## config.mk

```make
export PLATFORM = sky130hd
export DESIGN_NAME = dcache_front
export DESIGN_NICKNAME = d
export VERILOG_FILES = /design/src/dcache_pkg.sv /design/src/index_extractor.sv /design/src/req_fifo.sv /design/src/hit_checker.sv /design/src/dcache_front.sv
export SDC_FILE = /design/constraint.sdc
export NUM_CORES = 1
export LEC_CHECK = 0
export BUFFER_PORTS_ARGS = -buffer_cell sky130_fd_sc_hd__buf_2
export CORE_ASPECT_RATIO = 0.9
export CORE_MARGIN = 3
export CORE_UTILIZATION = 38
export DETAILED_ROUTE_END_ITERATION = 6
export GPL_ROUTABILITY_DRIVEN = 0
export SETUP_SLACK_MARGIN = 0.15
export SYNTH_ARGS = -nofsm -noshare
export SYNTH_HDL_FRONTEND = slang
export SYNTH_HIERARCHICAL = 1
export SYNTH_SLANG_ARGS = --single-unit
```

## constraint.sdc

```tcl
create_clock -name clk -period 3.1 [get_ports clk]
set_clock_uncertainty 0.1 [all_clocks]
set_input_delay 0.62 -clock clk [delete_from_list [all_inputs] [get_ports clk]]
set_output_delay 0.62 -clock clk [all_outputs]
set_load 0.005 [all_outputs]
```

## src/dcache_pkg.sv

```systemverilog
`default_nettype none

package dcache_pkg;

	localparam int ADDR_W   = 32;
	localparam int ID_W     = 8;
	localparam int OFFSET_W = 6;  // 64-byte lines
	localparam int INDEX_W  = 10;
	localparam int TAG_W    = ADDR_W - INDEX_W - OFFSET_W;

	// processor read/write address request
	typedef struct packed {
		logic [ID_W-1:0]   id;
		logic [ADDR_W-1:0] addr;
		logic [7:0]        len;
	} axi_req_t;

	// metadata read towards the memory controller
	typedef struct packed {
		logic [ID_W-1:0]   id;
		logic [ADDR_W-1:0] meta_addr;
	} meta_req_t;

	typedef struct packed {
		logic             line_valid;
		logic [TAG_W-1:0] tag;
	} meta_rsp_t;

	// one pending lookup parked until its metadata returns
	typedef struct packed {
		logic              is_write;
		logic [ID_W-1:0]   id;
		logic [ADDR_W-1:0] addr;
	} pend_req_t;

	typedef struct packed {
		logic              is_write;
		logic [ID_W-1:0]   id;
		logic [ADDR_W-1:0] addr;
		logic              hit;
	} lookup_result_t;

	typedef enum logic [1:0] {
		IDLE,
		ISSUE,
		RECOVER
	} ext_state_e;

endpackage

`default_nettype wire

```

## src/index_extractor.sv

```systemverilog
`default_nettype none

module index_extractor
	import dcache_pkg::*;
(
	input  wire        clk,
	input  wire        rst_n,

	// processor read channel
	input  wire axi_req_t ar_req_i,
	input  wire        ar_valid_i,
	output logic       ar_ready_o,

	// processor write channel
	input  wire axi_req_t aw_req_i,
	input  wire        aw_valid_i,
	output logic       aw_ready_o,

	// pending FIFO
	input  wire        fifo_afull_i,
	output logic       fifo_wr_o,
	output pend_req_t  fifo_entry_o,

	// metadata read to the memory controller
	output meta_req_t  meta_req_o,
	output logic       meta_valid_o,
	input  wire        meta_ready_i
);

	ext_state_e state;
	logic       wr_pref;    // set when the write channel wins a tie
	pend_req_t  entry;      // request being looked up
	logic       open_win;
	logic       ar_acc;
	logic       aw_acc;
	logic       meta_xfer;
	logic [ADDR_W-1:0] meta_addr;

	// accept window is idle with room left for one more entry
	assign open_win = (state == IDLE) && !fifo_afull_i;

	// a lone valid always gets through and a tie goes to the preferred side
	assign ar_ready_o = open_win && (!aw_valid_i || !wr_pref);
	assign aw_ready_o = open_win && (!ar_valid_i || wr_pref);

	assign ar_acc = ar_valid_i && ar_ready_o;
	assign aw_acc = aw_valid_i && aw_ready_o;

	assign meta_xfer = (state == ISSUE) && meta_ready_i;

	always_ff @(posedge clk) begin
		if (!rst_n) begin
			state   <= IDLE;
			wr_pref <= 1'b0;  // reads first after reset
		end else begin
			case (state)
				IDLE: begin
					if (ar_acc || aw_acc) begin
						state   <= ISSUE;
						wr_pref <= ar_acc;  // other side next time
					end
				end
				ISSUE: begin
					if (meta_ready_i) begin
						state <= RECOVER;
					end
				end
				RECOVER: begin
					state <= IDLE;
				end
				default: begin
					state <= IDLE;
				end
			endcase
		end
	end

	// capture the accepted request
	always_ff @(posedge clk) begin
		if (ar_acc) begin
			entry.is_write <= 1'b0;
			entry.id       <= ar_req_i.id;
			entry.addr     <= ar_req_i.addr;
		end else if (aw_acc) begin
			entry.is_write <= 1'b1;
			entry.id       <= aw_req_i.id;
			entry.addr     <= aw_req_i.addr;
		end
	end

	// metadata lives at the set index with tag and offset cleared
	assign meta_addr = {
		{TAG_W{1'b0}},
		entry.addr[OFFSET_W +: INDEX_W],
		{OFFSET_W{1'b0}}
	};

	assign meta_req_o   = '{id: entry.id, meta_addr: meta_addr};
	assign meta_valid_o = (state == ISSUE);

	// park the request on the same edge the metadata read goes out
	assign fifo_wr_o    = meta_xfer;
	assign fifo_entry_o = entry;

endmodule

`default_nettype wire

```

## src/req_fifo.sv

```systemverilog
`default_nettype none

module req_fifo
	import dcache_pkg::*;
#(
	parameter int FIFO_DEPTH = 4  // power of two of 2 or more
)
(
	input  wire        clk,
	input  wire        rst_n,
	input  wire        wr_i,
	input  wire pend_req_t wr_entry_i,
	input  wire        rd_i,
	output pend_req_t  head_o,
	output logic       afull_o
);

	localparam int PTR_W = $clog2(FIFO_DEPTH);
	localparam logic [PTR_W:0] FULL_LVL  = (PTR_W + 1)'(FIFO_DEPTH);
	localparam logic [PTR_W:0] AFULL_LVL = (PTR_W + 1)'(FIFO_DEPTH - 1);

	pend_req_t        mem [FIFO_DEPTH];
	logic [PTR_W-1:0] wr_ptr;
	logic [PTR_W-1:0] rd_ptr;
	logic [PTR_W:0]   count;
	logic             do_wr;
	logic             do_rd;

	assign do_wr = wr_i && (count != FULL_LVL);
	assign do_rd = rd_i && (count != '0);

	always_ff @(posedge clk) begin
		if (!rst_n) begin
			wr_ptr <= '0;
			rd_ptr <= '0;
			count  <= '0;
		end else begin
			if (do_wr)
				wr_ptr <= wr_ptr + 1'b1;  // wraps since depth is a power of two
			if (do_rd)
				rd_ptr <= rd_ptr + 1'b1;
			if (do_wr && !do_rd)
				count <= count + 1'b1;
			else if (do_rd && !do_wr)
				count <= count - 1'b1;
		end
	end

	always_ff @(posedge clk) begin
		if (do_wr)
			mem[wr_ptr] <= wr_entry_i;
	end

	assign head_o = mem[rd_ptr];

	// raised one slot early so an in-flight request still fits
	assign afull_o = (count >= AFULL_LVL);

endmodule

`default_nettype wire

```

## src/hit_checker.sv

```systemverilog
`default_nettype none

module hit_checker
	import dcache_pkg::*;
(
	input  wire            clk,
	input  wire            rst_n,

	// oldest pending request
	input  wire pend_req_t head_i,
	output logic           pop_o,

	// in-order metadata from the memory controller
	input  wire meta_rsp_t meta_rsp_i,
	input  wire            meta_rsp_valid_i,

	output lookup_result_t result_o,
	output logic           result_valid_o
);

	logic [TAG_W-1:0] head_tag;
	logic             hit;

	// tag is the top of the request address
	assign head_tag = head_i.addr[ADDR_W-1 -: TAG_W];

	// an invalid line never hits whatever its stored tag
	assign hit = meta_rsp_i.line_valid && (meta_rsp_i.tag == head_tag);

	// responses come back in issue order so each one belongs to the head
	assign pop_o = meta_rsp_valid_i;

	always_ff @(posedge clk) begin
		if (!rst_n)
			result_valid_o <= 1'b0;
		else
			result_valid_o <= meta_rsp_valid_i;  // one-cycle pulse
	end

	always_ff @(posedge clk) begin
		if (meta_rsp_valid_i) begin
			result_o <= '{
				is_write: head_i.is_write,
				id:       head_i.id,
				addr:     head_i.addr,
				hit:      hit
			};
		end
	end

endmodule

`default_nettype wire

```

## src/dcache_front.sv

```systemverilog
`default_nettype none

module dcache_front
	import dcache_pkg::*;
#(
	parameter int FIFO_DEPTH = 4
)
(
	input  wire            clk,
	input  wire            rst_n,

	input  wire axi_req_t  ar_req_i,
	input  wire            ar_valid_i,
	output logic           ar_ready_o,
	input  wire axi_req_t  aw_req_i,
	input  wire            aw_valid_i,
	output logic           aw_ready_o,

	output meta_req_t      meta_req_o,
	output logic           meta_valid_o,
	input  wire            meta_ready_i,
	input  wire meta_rsp_t meta_rsp_i,
	input  wire            meta_rsp_valid_i,

	output lookup_result_t result_o,
	output logic           result_valid_o
);

	logic      fifo_wr;
	pend_req_t fifo_entry;
	logic      fifo_afull;
	logic      fifo_pop;
	pend_req_t fifo_head;

	index_extractor u_extractor (
		.clk          (clk),
		.rst_n        (rst_n),
		.ar_req_i     (ar_req_i),
		.ar_valid_i   (ar_valid_i),
		.ar_ready_o   (ar_ready_o),
		.aw_req_i     (aw_req_i),
		.aw_valid_i   (aw_valid_i),
		.aw_ready_o   (aw_ready_o),
		.fifo_afull_i (fifo_afull),
		.fifo_wr_o    (fifo_wr),
		.fifo_entry_o (fifo_entry),
		.meta_req_o   (meta_req_o),
		.meta_valid_o (meta_valid_o),
		.meta_ready_i (meta_ready_i)
	);

	// requests waiting for their metadata
	req_fifo #(
		.FIFO_DEPTH (FIFO_DEPTH)
	) u_pend_fifo (
		.clk        (clk),
		.rst_n      (rst_n),
		.wr_i       (fifo_wr),
		.wr_entry_i (fifo_entry),
		.rd_i       (fifo_pop),
		.head_o     (fifo_head),
		.afull_o    (fifo_afull)
	);

	hit_checker u_hit_checker (
		.clk              (clk),
		.rst_n            (rst_n),
		.head_i           (fifo_head),
		.pop_o            (fifo_pop),
		.meta_rsp_i       (meta_rsp_i),
		.meta_rsp_valid_i (meta_rsp_valid_i),
		.result_o         (result_o),
		.result_valid_o   (result_valid_o)
	);

endmodule

`default_nettype wire

```

==> reports/results.tsv <==
stage	metric	value	unit
synth	synth-simple-area-share	2.09	%
global_route	grt_max_degree	45	
power_and_ir_drop	p_int	7610	uW
synth	synth_xor_area_share	1.70	%
die	rows	56	
worst_setup_path	rrSetupSlack	0.52	ns
layout	final_common_cell	edfxtp_1	
worst_setup_path	cp_max_fo	6	
clock_tree	cts_buffer_depth	3	
layout	insertedDiodeCount	0	
synth	synthMuxAreaShare	15.1	%
global_route	gr-total-overflow	0	
worst_setup_path	critPathBufInv	1	
layout	nets	777	
die	fp.dieW	179	um
timing	max-slew-margin-rel	53.8	%
power_and_ir_drop	p_per_area	822	nW/um^2
timing	hold_viol_final	0	
worst_setup_path	path_cells	a21o_1, or3_2, a21oi_1, buf_2	
clock_tree	cts.clk_slew.worst_paths	0.06	ns
timing	final-setup-viol-count	0	
synth	syn_inst	477	
worst_setup_path	cpMaxStageDelayCell	or3_2	
power_and_ir_drop	swShare	24.7	%
layout	area_growth	19.4	%
power_and_ir_drop	total_power	10100	uW
hold_path	hold-path-cell-count	2	
detailed_routing	via_count	4852	
synth	ys_types	43	
detailed_routing	ant_nets	0	
detailed_routing	via_per_inst	4.75	
power_and_ir_drop	p_sw	2500	uW
synth	synth-adder-area-share	0.802	%
hold_path	min_to	u_extractor/fifo_entry_o[40]	
detailed_routing	drtIter0Drc	249	
detailed_routing	routed_wl	20000	um
clock_tree	holdBufCountCts	0	
worst_setup_path	cp_top_family	simple AND/OR/NAND/NOR gates	
worst_setup_path	r2r-end	u_pend_fifo/count[2]	
timing	final.setup.tns	0	ns
power_and_ir_drop	vdd_drop_max	0.436	mV
clock_tree	cts_buffers	28	
layout	mostFrequentLayoutCells	edfxtp_1, buf_2, mux4_2	
detailed_routing	drtPass1Iterations	4	
die	fp.dieArea	29100	um^2
timing	worstMarginPinSlew	0.694	ns
detailed_routing	drt-wirelength-per-cell	19.6	um
die	core_area	26300	um^2
die	die_y	162	um
worst_setup_path	start_kind	flop	
clock_tree	cts_tree	done	
synth	ys_warn_count	6	
clock_tree	clk_latency	0.52	ns
detailed_routing	drc	0	
synth	syn-cell-area	10300	um^2
clock_tree	cts_htree_levels	1	
place	io_buffer_count	166	
status	status	finished, final reports clean	
timing	fin_crit_sh	89.6	%
layout	final_layout_size_suffix_gt1_share	47.0	%
synth	synth_top_family_by_area	multiplexers	
power_and_ir_drop	leakagePower	0.00446	uW
synth	syn_area_per_cell	21.6	um^2
worst_setup_path	critical_path_class	flop to output port	
worst_setup_path	critical_path.max_stage_delay	0.48	ns
hold_path	hold_class	primary input to flop	
place	place_hpwl	12600	um
worst_setup_path	cp-end-kind	output port	
clock_tree	post_cts.repair.setup_buffers	0	
timing	min_period	2.78	ns
global_route	grt_pass1_wl	30600	um
global_route	first_global_vias	5314	
power_and_ir_drop	clkPwrFrac	33.0	%
clock_tree	cts_sinks	260	
clock_tree	ctsResizeCount	0	
die	top_level_ports	205	
hold_path	hold_path.startpoint	ar_valid_i	
flow_run	maxCapViolations	0	
power_and_ir_drop	combPwrFrac	17.5	%
worst_setup_path	required	2.38	ns
synth	yosysSeqAreaShare	74.5	%
global_route	antenna_found_initial	0	
layout	fillers	2303	
power_and_ir_drop	seqPwrFrac	49.5	%
die	initial_core_util	39.1	%
worst_setup_path	arrival	2.06	ns
worst_setup_path	reg2reg_from	u_extractor/state[1]	
clock_tree	cts-root-buf	clkbuf_16	
synth	ys_seq_elements	260	
timing	rsz0062_at_grt	false	
timing	slew_violations	0	
synth	synth_compound_area_share	1.01	%
timing	clock.fmax	360	MHz
worst_setup_path	rr_worst_depth	9	
global_route	grt_usage	13.6	%
[cell usage after synthesis, drive strengths merged]
library cell,number,share of area [%]
nand3,1,0.17
a21oi,3,0.15
fa,1,0.19
nor3,1,0.16
a31oi,1,0.061
ha,5,0.61
o311ai,1,0.16
and3,1,0.061
mux2i,3,0.29
nand4,3,0.18
o22ai,1,0.061
and2b,1,0.085
nor2,3,0.13
clkbuf,1,0.036
a21boi,2,0.18
nor2b,2,0.12
and2,10,0.61
mux2,40,5.8
edfxtp,246,72
dfxtp,14,2.7
o31ai,1,0.21
xor2,5,0.43
or3,2,0.13
nor4,2,0.18
nand2,7,0.26
mux4,41,9.0
o21ai,1,0.049
o21a,1,0.073
buf,55,4.5
inv,5,0.18
a21o,1,0.073
xnor2,15,1.3
conb,1,0.036
[per-stage QoR]
step | worst slack (ns) | std cells | hold WS [ns] | area (um^2) | utilization (%)
after global placement | 0.497 | 970 | 0.369 | 11300 | 43.1
after CTS | 0.264 | 1021 | 0.240 | 12300 | 46.6
after floorplan | 0.432 | 498 | 0.359 | 10400 | -
after global routing | 0.216 | 1021 | 0.249 | 12300 | 46.6
after detailed placement | 0.399 | 970 | 0.386 | 11300 | 43.1
final | 0.324 | 1021 | 0.259 | 12300 | 46.6
[cell type report]
type | count | area, um^2 | share of cell area (%)
sequential | 260 | 7670 | 62.4
multi-input combinational | 177 | 2220 | 18.1
timing repair buffer | 180 | 998 | 8.12
clock buffer | 39 | 803 | 6.54
tap | 348 | 435 | 3.54
clock inverter | 12 | 138 | 1.12
inverter | 5 | 18.8 | 0.153
[power groups by stage]
stage	sequential (uW)	combinational, uW	clock, uW
floorplan	4900	1420	0
global placement	5030	1770	0
detailed placement	5090	1800	0
CTS	5020	1810	3420
global route	5080	1930	3570
finish	5000	1770	3340
[cell families (layout without fill, tap and decap cells)]
group           count (synthesis)  count (layout)
compound gates                 12              12
buf+inv                        61             236
simple gates                   33              33
other cells                     1              22
fa+ha+maj                       6               6
mux                            84              84
flops                         260             260
xor+xnor                       20              20
[flip-flops by register name (all words and copies together), names as in the netlist, named ones only]
signal and cells:
u_pend_fifo/mem 164, u_hit_checker/result_o 42, u_extractor/fifo_entry_o 41, u_pend_fifo/count 3, u_extractor/state 2, u_pend_fifo/rd_ptr 2
u_pend_fifo/wr_ptr 2, u_extractor/wr_pref 1, u_hit_checker/result_valid_o 1
[worst max-delay path by stage]
stage	from	endpoint	slack, ns	cells past startpoint
after floorplan	u_pend_fifo/count[1]	u_extractor/fifo_entry_o[0]	0.43	3
after global placement	meta_ready_i	u_pend_fifo/count[2]	0.50	9
after detailed placement	meta_ready_i	u_pend_fifo/count[2]	0.40	9
after CTS	u_pend_fifo/count[1]	aw_ready_o	0.26	4
after global routing	u_pend_fifo/count[0]	aw_ready_o	0.22	4
final	u_pend_fifo/count[0]	aw_ready_o	0.32	4
[metal layers]
layer | up-vias | wire (um) | GRT usage, %
met1 | 2486 | 8220 | 16.8
met2 | 160 | 10300 | 24.1
li1 | 2178 | - | -
met3 | 28 | 1230 | 3.56
met4 | 0 | 333 | 2.74
met5 | - | 0 | 0
(Power assumes the default switching activity.)
